==> src/serial_cmd_pkg.sv <==
package serial_cmd_pkg;

  typedef enum logic [1:0] {
    op_write,
    op_read,
    op_bad_op
  } op_t;

  localparam logic [7:0] BYTE_WRITE = 8'h57;  // ASCII W starts a write.
  localparam logic [7:0] BYTE_READ  = 8'h52;  // ASCII R starts a read.

  localparam logic [7:0] REPLY_OK       = 8'h4b;  // ASCII K.
  localparam logic [7:0] REPLY_BAD_OP   = 8'h3f;  // ASCII question mark.
  localparam logic [7:0] REPLY_BAD_ADDR = 8'h45;  // ASCII E.

  typedef struct packed {
    op_t        op;
    logic [7:0] addr;
    logic [7:0] data;
  } cmd_t;

  typedef enum logic [1:0] {
    res_ok,
    res_read_data,
    res_bad_op,
    res_bad_addr
  } res_kind_t;

  typedef struct packed {
    res_kind_t  kind;
    logic [7:0] data;  // Register value for a read, otherwise informational.
  } result_t;

endpackage

==> src/cmd_decoder.sv <==
`timescale 1ns/1ps

module cmd_decoder #(
  parameter int REG_COUNT = 8
) (
  input  logic                 clk,
  input  logic                 reset,
  input  logic                 rx_valid,
  input  logic [7:0]           rx_byte,
  output logic                 cmd_valid,
  output serial_cmd_pkg::cmd_t cmd,
  output logic                 addr_err
);

  import serial_cmd_pkg::*;

  localparam logic [8:0] ADDR_LIMIT = 9'(REG_COUNT);

  typedef enum logic [1:0] {
    s_wait_op,
    s_wait_addr,
    s_wait_data
  } state_t;

  state_t state;
  op_t    op_in;

  function automatic logic out_of_range(input logic [7:0] addr);
    return ({1'b0, addr} >= ADDR_LIMIT);
  endfunction

  always_comb begin
    if (rx_byte == BYTE_WRITE) begin
      op_in = op_write;
    end else if (rx_byte == BYTE_READ) begin
      op_in = op_read;
    end else begin
      op_in = op_bad_op;
    end
  end

  always_ff @(posedge clk) begin
    if (reset) begin
      state     <= s_wait_op;
      cmd_valid <= 1'b0;
      addr_err  <= 1'b0;
    end else begin
      cmd_valid <= 1'b0;
      addr_err  <= 1'b0;
      if (rx_valid) begin
        case (state)
          s_wait_op: begin
            if (op_in == op_bad_op) begin
              cmd_valid <= 1'b1;  // Unknown byte is reported right away.
            end else begin
              state <= s_wait_addr;
            end
          end
          s_wait_addr: begin
            if (cmd.op == op_read) begin
              cmd_valid <= 1'b1;
              addr_err  <= out_of_range(rx_byte);
              state     <= s_wait_op;
            end else begin
              state <= s_wait_data;
            end
          end
          default: begin
            cmd_valid <= 1'b1;
            addr_err  <= out_of_range(cmd.addr);  // Checked after the data byte.
            state     <= s_wait_op;
          end
        endcase
      end
    end
  end

  always_ff @(posedge clk) begin
    if (rx_valid) begin
      case (state)
        s_wait_op:   cmd.op   <= op_in;
        s_wait_addr: cmd.addr <= rx_byte;
        default:     cmd.data <= rx_byte;
      endcase
    end
  end

endmodule

==> src/reg_file_exec.sv <==
`timescale 1ns/1ps

module reg_file_exec #(
  parameter int REG_COUNT = 8
) (
  input  logic                    clk,
  input  logic                    reset,
  input  logic                    cmd_valid,
  input  serial_cmd_pkg::cmd_t    cmd,
  input  logic                    addr_err,
  output logic                    result_valid,
  output serial_cmd_pkg::result_t result,
  output logic [7:0]              leds
);

  import serial_cmd_pkg::*;

  localparam int AW = (REG_COUNT > 1) ? $clog2(REG_COUNT) : 1;

  logic [7:0]    regs [REG_COUNT];
  logic [AW-1:0] idx;

  assign idx  = cmd.addr[AW-1:0];  // Upper bits are zero once the decoder passes the address.
  assign leds = regs[0];

  always_ff @(posedge clk) begin
    if (reset) begin
      for (int i = 0; i < REG_COUNT; i++) begin
        regs[i] <= '0;
      end
      result_valid <= 1'b0;
    end else begin
      result_valid <= cmd_valid;
      if (cmd_valid && !addr_err && cmd.op == op_write) begin
        regs[idx] <= cmd.data;
      end
    end
  end

  always_ff @(posedge clk) begin
    if (cmd_valid) begin
      if (addr_err) begin
        result.kind <= res_bad_addr;
        result.data <= cmd.addr;
      end else begin
        case (cmd.op)
          op_write: begin
            result.kind <= res_ok;
            result.data <= cmd.data;
          end
          op_read: begin
            result.kind <= res_read_data;
            result.data <= regs[idx];
          end
          default: begin
            result.kind <= res_bad_op;
            result.data <= '0;
          end
        endcase
      end
    end
  end

endmodule

==> src/resp_builder.sv <==
`timescale 1ns/1ps

module resp_builder (
  input  logic                    clk,
  input  logic                    reset,
  input  logic                    result_valid,
  input  serial_cmd_pkg::result_t result,
  input  logic                    tx_busy,
  output logic                    tx_start,
  output logic [7:0]              tx_byte
);

  import serial_cmd_pkg::*;

  logic       pending;
  logic [7:0] reply_q;

  function automatic logic [7:0] reply_byte(input result_t res);
    case (res.kind)
      res_ok:        return REPLY_OK;
      res_read_data: return res.data;
      res_bad_op:    return REPLY_BAD_OP;
      default:       return REPLY_BAD_ADDR;
    endcase
  endfunction

  assign tx_start = pending && !tx_busy;  // Fires on the first idle cycle of the transmitter.
  assign tx_byte  = reply_q;

  always_ff @(posedge clk) begin
    if (reset) begin
      pending <= 1'b0;
    end else if (tx_start) begin
      pending <= 1'b0;
    end else if (result_valid) begin
      pending <= 1'b1;  // A result arriving while one waits is lost.
    end
  end

  always_ff @(posedge clk) begin
    if (result_valid && !pending) begin
      reply_q <= reply_byte(result);
    end
  end

endmodule

==> src/serial_cmd_top.sv <==
`timescale 1ns/1ps

module serial_cmd_top #(
  parameter int CLK_FREQ  = 100_000_000,
  parameter int BAUD_RATE = 9600,
  parameter int REG_COUNT = 8  // At most 256.
) (
  input  logic       clk,
  input  logic       reset,
  input  logic       rx,
  output logic       tx,
  output logic [7:0] leds
);

  import serial_cmd_pkg::*;

  logic       rx_valid;
  logic [7:0] rx_byte;
  logic       cmd_valid;
  cmd_t       cmd;
  logic       addr_err;
  logic       result_valid;
  result_t    result;
  logic       tx_start;
  logic [7:0] tx_byte;
  logic       tx_busy;

  uart_rx #(
    .CLK_FREQ (CLK_FREQ),
    .BAUD_RATE(BAUD_RATE)
  ) u_rx (
    .clk     (clk),
    .reset   (reset),
    .rx      (rx),
    .rx_valid(rx_valid),
    .rx_byte (rx_byte)
  );

  cmd_decoder #(
    .REG_COUNT(REG_COUNT)
  ) u_dec (
    .clk      (clk),
    .reset    (reset),
    .rx_valid (rx_valid),
    .rx_byte  (rx_byte),
    .cmd_valid(cmd_valid),
    .cmd      (cmd),
    .addr_err (addr_err)
  );

  reg_file_exec #(
    .REG_COUNT(REG_COUNT)
  ) u_exec (
    .clk         (clk),
    .reset       (reset),
    .cmd_valid   (cmd_valid),
    .cmd         (cmd),
    .addr_err    (addr_err),
    .result_valid(result_valid),
    .result      (result),
    .leds        (leds)
  );

  resp_builder u_resp (
    .clk         (clk),
    .reset       (reset),
    .result_valid(result_valid),
    .result      (result),
    .tx_busy     (tx_busy),
    .tx_start    (tx_start),
    .tx_byte     (tx_byte)
  );

  uart_tx #(
    .CLK_FREQ (CLK_FREQ),
    .BAUD_RATE(BAUD_RATE)
  ) u_tx (
    .clk     (clk),
    .reset   (reset),
    .tx_start(tx_start),
    .tx_byte (tx_byte),
    .tx      (tx),
    .busy    (tx_busy)
  );

endmodule

==> src/uart_rx.sv <==
`timescale 1ns/1ps

module uart_rx #(
  parameter int CLK_FREQ  = 100_000_000,
  parameter int BAUD_RATE = 9600
) (
  input  logic       clk,
  input  logic       reset,
  input  logic       rx,
  output logic       rx_valid,
  output logic [7:0] rx_byte
);

  localparam int CLKS_PER_BIT = CLK_FREQ / BAUD_RATE;
  localparam int CW = $clog2(CLKS_PER_BIT + 1);
  localparam logic [CW-1:0] HALF_BIT = CW'(CLKS_PER_BIT / 2);
  localparam logic [CW-1:0] FULL_BIT = CW'(CLKS_PER_BIT - 1);

  typedef enum logic [1:0] {
    s_idle,
    s_start,
    s_data,
    s_stop
  } state_t;

  state_t        state;
  logic [CW-1:0] clk_cnt;
  logic [2:0]    bit_idx;
  logic [7:0]    shift_reg;
  logic          rx_meta;
  logic          rx_sync;
  logic          bit_done;

  assign bit_done = (clk_cnt == FULL_BIT);

  always_ff @(posedge clk) begin
    if (reset) begin
      rx_meta <= 1'b1;  // Line idles high.
      rx_sync <= 1'b1;
    end else begin
      rx_meta <= rx;
      rx_sync <= rx_meta;
    end
  end

  always_ff @(posedge clk) begin
    if (reset) begin
      state    <= s_idle;
      clk_cnt  <= '0;
      bit_idx  <= '0;
      rx_valid <= 1'b0;
    end else begin
      rx_valid <= 1'b0;
      case (state)
        s_idle: begin
          clk_cnt <= '0;
          bit_idx <= '0;
          if (!rx_sync) begin
            state <= s_start;
          end
        end
        s_start: begin
          if (clk_cnt == HALF_BIT) begin
            clk_cnt <= '0;
            state   <= rx_sync ? s_idle : s_data;  // A high midpoint was only a glitch.
          end else begin
            clk_cnt <= clk_cnt + 1'b1;
          end
        end
        s_data: begin
          if (bit_done) begin
            clk_cnt <= '0;
            bit_idx <= bit_idx + 1'b1;
            if (bit_idx == 3'd7) begin
              state <= s_stop;
            end
          end else begin
            clk_cnt <= clk_cnt + 1'b1;
          end
        end
        default: begin
          if (bit_done) begin
            state    <= s_idle;
            rx_valid <= 1'b1;
          end else begin
            clk_cnt <= clk_cnt + 1'b1;
          end
        end
      endcase
    end
  end

  always_ff @(posedge clk) begin
    if (state == s_data && bit_done) begin
      shift_reg[bit_idx] <= rx_sync;  // LSB arrives first.
    end
    if (state == s_stop && bit_done) begin
      rx_byte <= shift_reg;
    end
  end

endmodule

==> src/uart_tx.sv <==
`timescale 1ns/1ps

module uart_tx #(
  parameter int CLK_FREQ  = 100_000_000,
  parameter int BAUD_RATE = 9600
) (
  input  logic       clk,
  input  logic       reset,
  input  logic       tx_start,
  input  logic [7:0] tx_byte,
  output logic       tx,
  output logic       busy
);

  localparam int CLKS_PER_BIT = CLK_FREQ / BAUD_RATE;
  localparam int CW = $clog2(CLKS_PER_BIT + 1);
  localparam logic [CW-1:0] FULL_BIT = CW'(CLKS_PER_BIT - 1);

  logic [CW-1:0] clk_cnt;
  logic [3:0]    bit_cnt;
  logic [8:0]    shift_reg;
  logic          bit_done;

  assign bit_done = (clk_cnt == FULL_BIT);

  always_ff @(posedge clk) begin
    if (reset) begin
      tx      <= 1'b1;
      busy    <= 1'b0;
      clk_cnt <= '0;
      bit_cnt <= '0;
    end else if (!busy) begin
      clk_cnt <= '0;
      bit_cnt <= '0;
      if (tx_start) begin
        busy <= 1'b1;
        tx   <= 1'b0;  // Start bit.
      end
    end else if (bit_done) begin
      clk_cnt <= '0;
      if (bit_cnt == 4'd9) begin
        busy <= 1'b0;  // Stop bit has run its full period.
      end else begin
        tx      <= shift_reg[0];
        bit_cnt <= bit_cnt + 1'b1;
      end
    end else begin
      clk_cnt <= clk_cnt + 1'b1;
    end
  end

  // The stop bit rides above the data and ones fill in behind it.
  always_ff @(posedge clk) begin
    if (!busy && tx_start) begin
      shift_reg <= {1'b1, tx_byte};
    end else if (busy && bit_done) begin
      shift_reg <= {1'b1, shift_reg[8:1]};
    end
  end

endmodule
==> config.mk <==
export PLATFORM = sky130hd
export DESIGN_NAME = serial_cmd_top
export DESIGN_NICKNAME = d
export VERILOG_FILES = /design/src/serial_cmd_pkg.sv /design/src/cmd_decoder.sv /design/src/reg_file_exec.sv /design/src/resp_builder.sv /design/src/serial_cmd_top.sv /design/src/uart_rx.sv /design/src/uart_tx.sv
export SDC_FILE = /design/constraint.sdc
export NUM_CORES = 1
export LEC_CHECK = 0
export BUFFER_PORTS_ARGS = -buffer_cell sky130_fd_sc_hd__buf_2
export CORE_ASPECT_RATIO = 0.75
export CORE_MARGIN = 2
export CORE_UTILIZATION = 50
export CTS_BUF_LIST = sky130_fd_sc_hd__clkbuf_4
export CTS_CLUSTER_DIAMETER = 60
export DETAILED_ROUTE_END_ITERATION = 10
export GPL_TIMING_DRIVEN = 1
export PLACE_DENSITY = 0.66
export SYNTH_ARGS = -nofsm -noshare
export SYNTH_HDL_FRONTEND = slang
export SYNTH_SLANG_ARGS = --single-unit
==> constraint.sdc <==
create_clock -name clk -period 2.3 [get_ports clk]
set_input_delay 0.46 -clock clk [delete_from_list [all_inputs] [get_ports clk]]
set_output_delay 0.46 -clock clk [all_outputs]
set_load 0.03 [all_outputs]
==> flow_summary.yaml, run 1 <==
clock_tree:
  cts.path.max_buffers: 2
  cts_max_level: 4
  cts.sinks: 175
  clock_latency_ps: 570
  cts.clk_slew.worst_paths_ps: 140
  cts_made_buffers: 17
  tritoncts: "done"
  ctsRootBufferMaster: "clkbuf_4"
layout:
  regMostFlops: "u_exec.regs"
  reg_top3: "u_exec.regs x64, u_dec.cmd x18"
  area.growth.synth_to_final_pct: 9.54
  layout.nets: 629
  antenna_cells: 0
  largest_reg_flops: 64
  final_area_um2: 8270
  drive_gt1_frac: 0.174
yosys:
  synth-warning-count: 0
  synth_area_leaders: "edfxtp_1, dfxtp_1, and2_1"
  yosys.area.top_type_share: 0.493
  synth_edf_count: 124
  syn-cell-area_um2: 7550
  syn_nets: 598
  ys_ff_latch: 175
  syn_avg_cell_area_um2: 13.0
  synth_most_common_cell: "edfxtp_1"
  synth.top_cells.by_count: "edfxtp_1, and2_1, nor2_1, dfxtp_1, a21oi_1"
  ys_seq_area_frac: 0.628
  synth_ff_type: "edfxtp_1"
  async_flop_share: 0
  synth_cell_types: 55
  synthCells: 582
  yosys.area.top_type: "edfxtp_1"
run:
  cap_viol_max_count: 0
global_route:
  grt_pass1_wl_um: 22100
  track_usage: 0.178
  antenna_found_initial: 0
  overflow: 0
  grt_max_degree: 31
  grt_pass1_vias: 4201
worst_setup_path:
  cp.arrival_ps: 2420
  path_max_fanout: 5
  endpoint: "u_rx.shift_reg[0]"
  crit_type: "flip-flop to flip-flop"
  crit_cells: 6
  critPathSlowestCell: "dfxtp_1"
  rrSetupSlack_ps: 160
  cp.buffers_inverters: 1
  cp.required_ps: 2580
  r2r_start: "u_rx.clk_cnt[0]"
  slowest_delay_ps: 420
  reg2reg_depth: 6
  worst_setup_path_start_kind: "flip-flop"
  crit_chain: "ha_1 -> and4b_1 -> nand4_1 -> buf_4 -> or3_1 -> nor3_1"
  rr_endpoint: "u_rx.shift_reg[0]"
  crit_path_start: "u_rx.clk_cnt[0]"
  critPathTopFamily: "simple AND/OR/NAND/NOR gates"
  end_kind: "flip-flop"
timing:
  hold_violations: 0
  maxSlewViolCount: 0
  fin_crit_sh: 0.930
  grt_setup_unrepaired: "no"
  relSlewSlack: 0.544
  timing.setup.tns_ps: 0
  setup_violations: 0
  tightest_slew_ps: 683
  maxClockFrequency_ghz: 0.468
  finalCriticalPeriod_ps: 2140
  skew_ps: 17.0
die:
  core-area_um2: 14600
  pin_count: 12
  rows: 38
  dieHeight_um: 110
  initial_core_util: 0.517
  die_w_um: 146
  die_area_um2: 16100
routing:
  vias: 4477
  vias_per_cell: 5.42
  avgRoutedWirePerCell_um: 16.5
  route.detailed.drc: 0
  drt_iter0_markers: 471
  antenna_left: 0
  wl_um: 13600
  dr.pass1.iters: 5
pwr:
  p_leak_nw: 2.98
  power_w: 0.00562
  power_density_nw_per_um2: 679
  vdd_ir_drop_max_mv: 0.535
placement:
  numPortBuffers: 11
  gp_congestion: 0.909
  dpl.hpwl_um: 9390
  placed_area_um2: 7900
worst_hold_path:
  holdCritPathClass: "input pin to flip-flop"
status:
  status: "finished, final reports clean"
## what timing repair did
item	in CTS	in global routing
setup endpoints to repair	0	10
hold buffers	0	1
setup buffers	0	2
gates resized for setup	0	1
endpoints found under the hold margin	0	1
## cells in the final DEF (no fill, tap or decap), drive strengths merged, types with 3 or more instances in the layout
| cell type | netlist | layout |
|---|---|---|
| edfxtp | 124 | 124 |
| and2 | 71 | 71 |
| nor2 | 56 | 56 |
| dfxtp | 51 | 51 |
| buf | 6 | 29 |
| a21oi | 24 | 24 |
| inv | 17 | 23 |
| nand2 | 18 | 18 |
| clkbuf | 11 | 18 |
| nand3 | 17 | 17 |
| mux4 | 16 | 16 |
| xor2 | 16 | 16 |
| o21ai | 14 | 14 |
| nor3 | 14 | 14 |
| ha | 13 | 13 |
| a21o | 13 | 13 |
| or2 | 12 | 12 |
| mux2 | 10 | 10 |
| nand2b | 9 | 9 |
| nand4 | 9 | 9 |
| xnor2 | 9 | 9 |
| mux2i | 8 | 8 |
| nor2b | 5 | 5 |
| bufinv | 0 | 4 |
| or3 | 4 | 4 |
| and4 | 3 | 3 |
| and3 | 3 | 3 |
| a22oi | 3 | 3 |
| nor4 | 3 | 3 |
| clkinv | 0 | 3 |
## layout make-up
class | instances | area, um2
clock inverter | 14 | 203
tap | 200 | 250
timing repair buffer | 30 | 213
inverter | 17 | 63.8
clock buffer | 18 | 135
fill | 1183 | 6320
sequential | 175 | 4740
multi-input combinational | 372 | 2660
## metrics by stage
stage	hold slack, ps	instances	util	worst slack, ps
finish	216	826	0.567	162
global route	185	826	0.567	35.4
CTS	8.38	823	0.564	87.2
detailed placement	402	791	0.541	107
global placement	400	791	0.541	200
floorplan	389	582	-	206
## worst min path at each step
stage                  from                  end  slack (ps)  cells after the start
2_1_floorplan  u_rx.rx_meta         u_rx.rx_sync         390                      1
3_3_place_gp   u_rx.rx_meta         u_rx.rx_sync         400                      1
3_5_place_dp   u_rx.rx_meta         u_rx.rx_sync         400                      1
4_1_cts                  rx         u_rx.rx_meta           8                      2
5_1_grt               reset  u_exec.result_valid         180                      3
6_report              reset  u_exec.result_valid         220                      3
## worst min-delay path, stage by stage
cell and delay, ps:
buf_2 90, nand2b_1 140, inv_1 40
## per-layer routing
layer / vias to the layer above / wire length, um / global-route usage / share of wire
li1: 2167 / - / - / -
met1: 2200 / 7060 / 0.272 / 0.52
met2: 92 / 5710 / 0.240 / 0.42
met3: 18 / 687 / 0.0488 / 0.050
met4: 0 / 180 / 0.0680 / 0.013
met5: - / 0 / 0 / 0
## kinds of logic (layout without fill, tap and decap cells)
logic type                 after synthesis  count (layout)  synth area share
muxes                                   34              34            0.0732
DFF                                    175             175             0.628
and+or+nand+nor                        238             238             0.177
adders and majority gates               13              13            0.0215
buffers and inverters                   35              79            0.0200
xor gates and xnor gates                25              25            0.0290
AOI/OAI and AO/OA                       62              62            0.0509
## report_power, final
part / switching (W) / leakage (nW) / internal (W) / total [W]
combinational: 0.000137 / 1.20 / 0.0000797 / 0.000217
sequential: 0.0000302 / 1.60 / 0.00340 / 0.00343
clock: 0.00108 / 0.179 / 0.000897 / 0.00197
Note: power is estimated with default switching activity, not from simulation.
==> run 2, diff against run 1 <==
--- a/config.mk
+++ b/config.mk
@@ -14,6 +14,7 @@
 export DETAILED_ROUTE_END_ITERATION = 10
 export GPL_TIMING_DRIVEN = 1
 export PLACE_DENSITY = 0.66
+export REMOVE_ABC_BUFFERS = 1
 export SYNTH_ARGS = -nofsm -noshare
 export SYNTH_HDL_FRONTEND = slang
 export SYNTH_SLANG_ARGS = --single-unit
==> run 2 against run 1 <==
Compared with the run above: cell count unchanged; fmax down 1.8%; via count is 0.96% lower; highest routed layer unchanged.
==> flow_summary.yaml, run 2 (synthesized netlist as in run 1, its figures left out) <==
clock_tree:
  cts.path.max_buffers: 2
  clock_latency_ps: 560
  cts_made_buffers: 17
  ctsRootBufferMaster: "clkbuf_4"
  cts.sinks: 175
  cts.clk_slew.worst_paths_ps: 150
  cts_max_level: 4
  tritoncts: "done"
routing:
  vias_per_cell: 5.37
  route.detailed.drc: 0
  dr.pass1.iters: 5
  avgRoutedWirePerCell_um: 17.3
  drt_iter0_markers: 351
  vias: 4434
  antenna_left: 0
  wl_um: 14300
timing:
  maxSlewViolCount: 0
  tightest_slew_ps: 696
  setup_violations: 0
  fin_crit_sh: 0.947
  relSlewSlack: 0.535
  skew_ps: 21.7
  hold_violations: 0
  holdWs_ps: 78.2
  maxClockFrequency_ghz: 0.459
  finalCriticalPeriod_ps: 2180
run:
  cap_viol_max_count: 0
layout:
  antenna_cells: 0
  final_common_cell: "edfxtp_1"
  layout.nets: 629
  area.growth.synth_to_final_pct: 9.05
  fill_cells: 1198
  reg_top3: "u_exec.regs x64, u_dec.cmd x18"
  largest_reg_flops: 64
  seqCellArea_um2: 4740
  regMostFlops: "u_exec.regs"
  drive_gt1_frac: 0.176
  final_area_um2: 8230
  finish.utilization: 0.564
  final_cell_mix: "edfxtp_1, and2_1, nor2_1"
  multi_input_area_um2: 2660
die:
  die_w_um: 146
  die_area_um2: 16100
  rows: 38
  initial_core_util: 0.517
  dieHeight_um: 110
  core-area_um2: 14600
  pin_count: 12
placement:
  placed_area_um2: 7900
  numPortBuffers: 11
  dpl.hpwl_um: 9950
  gp_congestion: 0.832
pwr:
  vdd_ir_drop_max_mv: 0.458
  p_leak_nw: 2.96
  power_w: 0.00547
  power_density_nw_per_um2: 664
worst_setup_path:
  cp.arrival_ps: 2670
  critPathSlowestCell: "dfxtp_1"
  worst_setup_path_start_kind: "flip-flop"
  path_max_fanout: 7
  crit_chain: "ha_1 -> and4b_1 -> nand4_1 -> a211o_1 -> or4_1 -> a21oi_1"
  cp.required_ps: 2790
  crit_type: "flip-flop to flip-flop"
  slowest_delay_ps: 420
  end_kind: "flip-flop"
global_route:
  overflow: 0
  grt_pass1_wl_um: 23100
  track_usage: 0.187
  grt_max_degree: 31
  grt_pass1_vias: 4330
  antenna_found_initial: 0
worst_hold_path:
  holdCritPathClass: "input pin to flip-flop"
status:
  status: "finished, final reports clean"
## run 2: cell type report
| cell class | instances | share of cell area |
|---|---|---|
| flip-flops and latches | 175 | 0.576 |
| multi-input cells | 372 | 0.323 |
| well taps | 200 | 0.0304 |
| repair buffers | 30 | 0.0255 |
| clock inverters | 15 | 0.0213 |
| clock buffers | 17 | 0.0155 |
| inverters | 17 | 0.00775 |
## run 2: per-layer routing
metal | up-vias | wire length (um) | GRT usage
li1 | 2161 | - | -
met1 | 2146 | 7480 | 0.291
met2 | 106 | 5850 | 0.253
met3 | 21 | 707 | 0.0380
met4 | 0 | 251 | 0.0752
met5 | - | 0 | 0
## run 2: timing repair
action,CTS,global route
setup buffers,0,3
resized for setup,0,1
endpoints found under the hold margin,0,0
endpoints found under the setup margin,0,10
hold buffers,0,0
## run 2: critical path: cells and delay by family, from the launching register on
family                   cells  cell delay (ps)
AO/OA/AOI/OAI                2              540
adder cells (fa/ha/maj)      1              250
flip-flops                   1              420
AND/OR/NAND/NOR              3              900
## run 2: path summary, 6_finish.rpt
path                   end            start  cells past startpoint  slack [ps]
min           u_rx.rx_meta               rx                      2          80
max          u_rx.state[1]  u_rx.clk_cnt[0]                      6         120
min reg2reg   u_rx.rx_sync     u_rx.rx_meta                      1         430
max reg2reg  u_rx.state[1]  u_rx.clk_cnt[0]                      6         120
## run 2: through the flow
stage               cells  setup slack (ps)  TNS, ps
global placement      791               195        0
global route          826            -0.436   -0.436
CTS                   823              59.9        0
detailed placement    791               103        0
floorplan             564               243        0
finish                826               123        0
## run 2: power by group
part / internal [W] / total, W / switching [W]
combinational: 0.0000787 / 0.000215 / 0.000136
clock: 0.000683 / 0.00182 / 0.00114
sequential: 0.00340 / 0.00343 / 0.0000311
total: 0.00416 / 0.00547 / 0.00131
